### config.mk
export PLATFORM = sky130hd
export DESIGN_NAME = pet_io_top
export DESIGN_NICKNAME = d
export VERILOG_FILES = /design/src/verilog/pet_io_pkg.sv /design/src/verilog/io_address_decoder.sv /design/src/verilog/io_intercept.sv /design/src/verilog/pet_io_top.sv /design/src/verilog/usb_kbd_matrix.sv
export SDC_FILE = /design/constraint.sdc
export NUM_CORES = 1
export LEC_CHECK = 0
export BUFFER_PORTS_ARGS = -buffer_cell sky130_fd_sc_hd__clkbuf_2
export CAP_MARGIN = 20
export CORE_UTILIZATION = 58
export DETAILED_ROUTE_END_ITERATION = 8
export PLACE_DENSITY = 0.79
export SYNTH_ARGS = -nofsm -noshare
export SYNTH_HDL_FRONTEND = slang
export SYNTH_SLANG_ARGS = --single-unit
### constraint.sdc
create_clock -name wb_clock_i -period 2.14 [get_ports wb_clock_i]
set_clock_uncertainty 0.1 [all_clocks]
set_input_delay 0.642 -clock wb_clock_i [delete_from_list [all_inputs] [get_ports wb_clock_i]]
set_output_delay 0.642 -clock wb_clock_i [all_outputs]
set_load 0.02 [all_outputs]
### src/verilog/pet_io_pkg.sv
// PET I/O keyboard injection package with widths, address map, register indices and bus structs
package pet_io_pkg;

    // CPU bus
    localparam int DATA_WIDTH   = 8;                    // 6502 data bus
    localparam int ADDR_WIDTH   = 16;                   // 6502 address bus
    localparam int VIA_RS_WIDTH = 4;                    // VIA decodes A3..A0
    localparam int PIA_RS_WIDTH = 2;                    // PIA decodes A1..A0 only

    typedef logic [DATA_WIDTH-1:0]   data_t;
    typedef logic [ADDR_WIDTH-1:0]   addr_t;
    typedef logic [VIA_RS_WIDTH-1:0] rs_t;
    typedef logic [PIA_RS_WIDTH-1:0] pia_rs_t;

    // Keyboard matrix geometry, PET scans 10 columns of 8 rows
    localparam int KBD_COL_COUNT = 10;
    localparam int KBD_ROW_COUNT = 8;
    localparam int KBD_COL_WIDTH = $clog2(KBD_COL_COUNT);  // 4 bits, covers 0..15
    localparam int KBD_ROW_WIDTH = $clog2(KBD_ROW_COUNT);  // 3 bits

    typedef logic [KBD_COL_WIDTH-1:0] kbd_col_t;
    typedef logic [KBD_ROW_WIDTH-1:0] kbd_row_t;
    typedef logic [KBD_ROW_COUNT-1:0] kbd_rows_t;          // One column of rows, 0 = pressed

    // Whole key state, indexed [col][row], active low
    typedef kbd_rows_t [KBD_COL_COUNT-1:0] kbd_matrix_t;

    localparam kbd_rows_t KBD_ROWS_NONE = '1;              // No key down in column

    // I/O page decoding
    localparam int IO_PAGE_WIDTH = 8;
    localparam logic [IO_PAGE_WIDTH-1:0] IO_PAGE = 8'hE8;  // $E8xx

    // Partial decode, any of these may overlap
    localparam int IO_PIA1_BIT = 4;                        // A4 -> PIA1
    localparam int IO_PIA2_BIT = 5;                        // A5 -> PIA2
    localparam int IO_VIA_BIT  = 6;                        // A6 -> VIA

    // PIA data register indices
    localparam pia_rs_t PIA_PORTA = 2'd0;
    localparam pia_rs_t PIA_PORTB = 2'd2;

    // PIA1 port A bits that carry the scanned keyboard column
    localparam int PIA1_PORTA_KEY_A_OUT = 0;
    localparam int PIA1_PORTA_KEY_D_OUT = 3;

    // Chip selects plus register select, 7 bits
    typedef struct packed {
        logic pia1_cs;
        logic pia2_cs;
        logic via_cs;
        rs_t  rs;
    } io_sel_t;

    // Host key event, 8 bits
    typedef struct packed {
        kbd_col_t col;
        kbd_row_t row;
        logic     pressed;                                 // 1 = key went down
    } kbd_event_t;

endpackage

### src/verilog/io_address_decoder.sv
// I/O address decoder producing PIA1, PIA2 and VIA selects from the 6502 address bus
`timescale 1ns/1ps

module io_address_decoder (
    input  pet_io_pkg::addr_t   cpu_addr_i,
    output pet_io_pkg::io_sel_t io_sel_o
);

    logic page_hit;                     // Address lies in $E8xx
    logic pia1_bit;
    logic pia2_bit;
    logic via_bit;

    // Upper byte compare against the I/O page
    assign page_hit = cpu_addr_i[pet_io_pkg::ADDR_WIDTH-1 -: pet_io_pkg::IO_PAGE_WIDTH]
                      == pet_io_pkg::IO_PAGE;

    // Partial decoding, one address line per chip
    assign pia1_bit = cpu_addr_i[pet_io_pkg::IO_PIA1_BIT];
    assign pia2_bit = cpu_addr_i[pet_io_pkg::IO_PIA2_BIT];
    assign via_bit  = cpu_addr_i[pet_io_pkg::IO_VIA_BIT];

    always_comb begin
        io_sel_o = '0;

        // Selects only live inside the I/O page
        // e.g. $E830 raises both PIA selects, same as the real board
        io_sel_o.pia1_cs = page_hit & pia1_bit;
        io_sel_o.pia2_cs = page_hit & pia2_bit;
        io_sel_o.via_cs  = page_hit & via_bit;

        // A3..A0 feed the chips directly, PIAs use only the low two
        io_sel_o.rs      = cpu_addr_i[pet_io_pkg::VIA_RS_WIDTH-1:0];
    end

endmodule

### src/verilog/io_intercept.sv
// PIA1 keyboard interceptor latching the scanned column and answering port B reads from the buffer
`timescale 1ns/1ps

module io_intercept (
    input  logic                    wb_clock_i,
    input  logic                    rst_n_i,

    // CPU bus cycle
    input  logic                    cpu_be_i,       // One-cycle bus strobe
    input  logic                    cpu_we_i,
    input  pet_io_pkg::data_t       cpu_data_i,

    // From decoder and key buffer
    input  pet_io_pkg::io_sel_t     io_sel_i,
    input  pet_io_pkg::kbd_matrix_t kbd_matrix_i,

    // Read override
    output pet_io_pkg::data_t       cpu_data_o,
    output logic                    cpu_data_oe_o   // High one cycle when injecting a key
);

    pet_io_pkg::pia_rs_t   pia_rs;
    logic                  pia1_only;               // PIA1 selected with no overlap
    logic                  porta_wr;
    logic                  portb_rd;

    pet_io_pkg::kbd_col_t  col_latch_q;             // Column written by firmware to port A
    pet_io_pkg::kbd_col_t  selected_col_q;          // Pipeline stage 1
    pet_io_pkg::kbd_rows_t selected_rows_q;         // Pipeline stage 2, prepared row byte
    pet_io_pkg::kbd_rows_t col_rows;                // Lookup result for stage 2
    logic                  key_down;                // Some row in column pressed

    assign pia_rs = io_sel_i.rs[pet_io_pkg::PIA_RS_WIDTH-1:0];

    // Overlapping selects mean bus contention, leave those cycles alone
    assign pia1_only = io_sel_i.pia1_cs & ~io_sel_i.pia2_cs & ~io_sel_i.via_cs;

    assign porta_wr = cpu_be_i &  cpu_we_i & pia1_only & (pia_rs == pet_io_pkg::PIA_PORTA);
    assign portb_rd = cpu_be_i & ~cpu_we_i & pia1_only & (pia_rs == pet_io_pkg::PIA_PORTB);

    // Columns past the matrix read as no key
    always_comb begin
        if (selected_col_q < pet_io_pkg::kbd_col_t'(pet_io_pkg::KBD_COL_COUNT)) begin
            col_rows = kbd_matrix_i[selected_col_q];
        end else begin
            col_rows = pet_io_pkg::KBD_ROWS_NONE;
        end
    end

    assign key_down = selected_rows_q != pet_io_pkg::KBD_ROWS_NONE;

    // Control and pipeline state
    always_ff @(posedge wb_clock_i) begin
        if (!rst_n_i) begin
            col_latch_q     <= '0;
            selected_col_q  <= '0;
            selected_rows_q <= pet_io_pkg::KBD_ROWS_NONE;
            cpu_data_oe_o   <= 1'b0;
        end else begin
            cpu_data_oe_o <= 1'b0;                  // Pulse only

            if (cpu_be_i) begin
                if (porta_wr) begin
                    col_latch_q <= cpu_data_i[pet_io_pkg::PIA1_PORTA_KEY_D_OUT:
                                              pet_io_pkg::PIA1_PORTA_KEY_A_OUT];
                end
                if (portb_rd) begin
                    cpu_data_oe_o <= key_down;      // Let the real PIA drive when nothing pressed
                end
            end else begin
                // Idle cycles refresh the lookup, two stages to ease timing
                selected_col_q  <= col_latch_q;
                selected_rows_q <= col_rows;
            end
        end
    end

    // Read data register holds its last value
    always_ff @(posedge wb_clock_i) begin
        if (portb_rd) begin
            cpu_data_o <= selected_rows_q;          // Row byte, 0 bits = pressed keys
        end
    end

endmodule

### src/verilog/pet_io_top.sv
// PET I/O keyboard injection top level tying decoder, key buffer and interceptor together
`timescale 1ns/1ps

module pet_io_top (
    input  logic                   wb_clock_i,
    input  logic                   rst_n_i,

    // 6502 side
    input  logic                   cpu_be_i,        // Bus cycle strobe
    input  logic                   cpu_we_i,
    input  pet_io_pkg::addr_t      cpu_addr_i,
    input  pet_io_pkg::data_t      cpu_data_i,
    output pet_io_pkg::data_t      cpu_data_o,
    output logic                   cpu_data_oe_o,   // Override enable for PIA1 port B reads

    // USB host side
    input  logic                   kbd_we_i,
    input  pet_io_pkg::kbd_event_t kbd_event_i,
    input  logic                   kbd_clear_i
);

    pet_io_pkg::io_sel_t     io_sel;                // Decoded chip and register selects
    pet_io_pkg::kbd_matrix_t kbd_matrix;            // Buffered key state

    // Address to chip selects
    io_address_decoder u_decoder (
        .cpu_addr_i (cpu_addr_i),
        .io_sel_o   (io_sel)
    );

    // Key state from the USB host
    usb_kbd_matrix u_matrix (
        .wb_clock_i   (wb_clock_i),
        .rst_n_i      (rst_n_i),
        .kbd_we_i     (kbd_we_i),
        .kbd_event_i  (kbd_event_i),
        .kbd_clear_i  (kbd_clear_i),
        .kbd_matrix_o (kbd_matrix)
    );

    // Column tracking and port B injection
    io_intercept u_intercept (
        .wb_clock_i    (wb_clock_i),
        .rst_n_i       (rst_n_i),
        .cpu_be_i      (cpu_be_i),
        .cpu_we_i      (cpu_we_i),
        .cpu_data_i    (cpu_data_i),
        .io_sel_i      (io_sel),
        .kbd_matrix_i  (kbd_matrix),
        .cpu_data_o    (cpu_data_o),
        .cpu_data_oe_o (cpu_data_oe_o)
    );

endmodule

### src/verilog/usb_kbd_matrix.sv
// USB keyboard matrix buffer holding active-low key state, updated by host key strobes
`timescale 1ns/1ps

module usb_kbd_matrix (
    input  logic                    wb_clock_i,
    input  logic                    rst_n_i,

    // Host side
    input  logic                    kbd_we_i,       // One-cycle key strobe
    input  pet_io_pkg::kbd_event_t  kbd_event_i,
    input  logic                    kbd_clear_i,    // Release every key

    output pet_io_pkg::kbd_matrix_t kbd_matrix_o
);

    pet_io_pkg::kbd_matrix_t matrix_q;
    logic                    col_valid;             // Event names one of the 10 real columns
    logic                    key_level;             // Bit value to store, 0 = pressed

    // Columns 10..15 have no storage
    assign col_valid = kbd_event_i.col < pet_io_pkg::kbd_col_t'(pet_io_pkg::KBD_COL_COUNT);

    // Active low in the matrix
    assign key_level = ~kbd_event_i.pressed;

    always_ff @(posedge wb_clock_i) begin
        if (!rst_n_i) begin
            matrix_q <= '1;                         // All keys up
        end else if (kbd_clear_i) begin
            // Clear wins over a strobe in the same cycle
            matrix_q <= '1;
        end else if (kbd_we_i && col_valid) begin
            matrix_q[kbd_event_i.col][kbd_event_i.row] <= key_level;
        end
    end

    // Registered level, visible one edge after the strobe
    assign kbd_matrix_o = matrix_q;

endmodule
==> results.ini <==
[yosys]
yosys_warnings=0
ys_ff_latch=105
ys_seq_area_frac=0.471
syn_area_sq_um=4640
syn_nets=485
netlist_instances=447
synth_edf_count=8
synth_most_common_cell=dfxtp_1
yosysTopAreaCell=dfxtp_1
synth_area_leaders=dfxtp_1, a211oi_1, a31oi_1
async_flop_share=0
synth_ff_type=dfxtp_1
synth.top_cell.area_share=0.419
synth_cell_types=31
syn_avg_cell_area_sq_um=10.4
synthTopCellsByCount=dfxtp_1, a211oi_1, a31oi_1

[detailed_routing]
drt-met1-wl_mm=4.47
viasPerCell=6.43
vias=3746
drtIter0Drc=235
wire_per_inst_microns=17.5
drt_pass1_iterations=5
wirelength_mm=10.2
wl_met3_microns=634
drtAntennaViolNets=0
top_layer=met4
drc=0
dr_wl_met2_mm=4.92

[clocking]
cts_buffers=9
clk_latency_ns=0.37
cts.sinks=105
cts_max_level=3
cts_setup_buffers=0
root_buffer=clkbuf_8
cts_tree=done
cts_hold_buf=0
postCtsResizedCells=0
clkTransAtPathRegs_ns=0.11
clockBufferDepth=2

[global_routing]
grt_start_max_net_pins=81
grt_pass1_vias=3605
gr-total-overflow=0
antenna_found_initial=0
grt_pass1_wl_mm=17.3
grt_usage=0.262

[worst_setup_path]
regToRegEndpoint=u_intercept.selected_rows_q[5]
r2r_cells=4
startpoint=cpu_addr_i[5]
cpMaxStageDelayCell=or4b_1
path_cells=clkbuf_2, nor4b_2, nand4_1, or4b_1, mux2i_1
max_stage_delay_ns=0.65
worst-path-buf-inv=1
cp_top_family=simple AND/OR/NAND/NOR gates
critPathLaunchType=input pin
path_class=input pin to flop
crit_path_max_fanout=4
required_ns=2.29
reg2reg_slack_ns=0.38
endpoint_kind=flop
r2r-start=u_intercept.selected_col_q[0]
crit_arrival_ns=1.95

[final_layout]
areaGrowthSynthToFinish_pct=12.5
multi_input_area_sq_um=2240
nNetsFinal=514
insertedDiodeCount=0
layout-drive-gt1-share=0.247
n_fill_cell=587
seq_area_sq_um=2180
finalCoreUtilization=0.675

[sta]
tightest_slew_ns=0.387
report.final.setup_viol=0
finalSetupTns_ns=0
hold_viol=0
period_minus_slack_ns=1.79
final_max_slew_viol_count=0
fmax_mhz=557
period_share=0.839
slew_headroom=0.735
grt_setup_unrepaired=false

[power_and_ir_drop]
peakVddDrop_v=0.000351
p_leak_uw=0.00161
power-per-cell-area_nw_per_um2=639

[worst_hold_path]
min_to=u_intercept.cpu_data_o[0]
hold_class=flop to flop
whs_path_depth=0
worstHoldStart=u_intercept.selected_rows_q[0]

[flow_run]
max_cap_violations=0

[floorplanning]
die_y_microns=91.4
die_w_microns=91.4
ios=47
start_util=0.600
die_area_sq_um=8360
core_area_sq_um=7730
std_cell_rows=32

[placement]
portBuffers=39
routabilityCongestion=0.768
post-dp-hpwl_mm=6.70

[outcome]
status=finished, final reports clean

[cells in the final DEF, fill, tap and decap left out, types with 9 or more instances in the layout]
master / instances
mux2i_1: 18
buf_4: 29
nor2_1: 29
clkbuf_8: 9
mux4_2: 15
a31oi_1: 80
clkbuf_2: 39
a211oi_1: 80
nand2_1: 17
dfxtp_1: 97
[worst reg2reg max path, cell delays in order (launching register included)]
cell and delay, ns:
dfxtp_1 0.47, buf_4 0.32, mux4_2 0.57, nor2_1 0.11
a2111oi_0 0.07
[through the flow]
| stage | cell area, sq um | hold WS (ns) | instances | total power [uW] | worst slack (ns) |
|---|---|---|---|---|---|
| detailed placement | 5030 | 0.349 | 567 | 2230 | -0.0581 |
| global placement | 5030 | 0.344 | 567 | 2220 | -0.0204 |
| floorplan | 4640 | 0.330 | 447 | 2140 | 0.129 |
| CTS | 5220 | 0.375 | 583 | 3350 | 0.327 |
| global route | 5220 | 0.388 | 583 | 3460 | 0.256 |
| finish | 5220 | 0.371 | 583 | 3330 | 0.345 |
[how the worst max path moves through the flow]
| stage | endpoint | slack, ns | cells after the start |
|---|---|---|---|
| after global routing | u_intercept.selected_rows_q[3] | 0.26 | 4 |
| after floorplan | u_intercept.col_latch_q[0] | 0.13 | 5 |
| final | u_intercept.col_latch_q[0] | 0.35 | 5 |
| after CTS | u_intercept.col_latch_q[1] | 0.33 | 5 |
| after detailed placement | u_intercept.col_latch_q[3] | -0.06 | 5 |
| after global placement | u_intercept.col_latch_q[0] | -0.02 | 5 |
[sequential cells by signal, indices dropped and copies added (netlist names)]
register	flops
u_intercept.cpu_data_oe_o	1
u_matrix.kbd_matrix_o	80
u_intercept.selected_rows_q	8
u_intercept.cpu_data_o	8
u_intercept.selected_col_q	4
u_intercept.col_latch_q	4
[kinds of logic (layout without fill, tap and decap cells)]
family | Yosys count | after routing | synth area share
and+or+nand+nor | 84 | 84 | 0.108
muxes | 33 | 33 | 0.112
DFF | 105 | 105 | 0.471
AOI/OAI and AO/OA | 170 | 170 | 0.256
buffers and inverters | 55 | 89 | 0.0537
[cell type report]
class	instances	share of cell area
Multi-Input combinational cell	287	0.429
Inverter	2	0.00144
Tap cell	102	0.0245
Timing Repair Buffer	71	0.0906
Sequential cell	105	0.418
Clock buffer	9	0.0237
Clock inverter	7	0.0125
[report_power, final]
| group | switching [uW] | internal, uW |
|---|---|---|
| Clock | 703 | 445 |
| Combinational | 139 | 69.4 |
| Sequential | 1.15 | 1980 |
[layer usage]
layer	GRT usage	vias up
li1	-	1833
met1	0.348	1764
met2	0.426	136
met3	0.0469	13
met4	0.0926	0
met5	0	-
No activity file was read; power rests on OpenSTA's default activity.
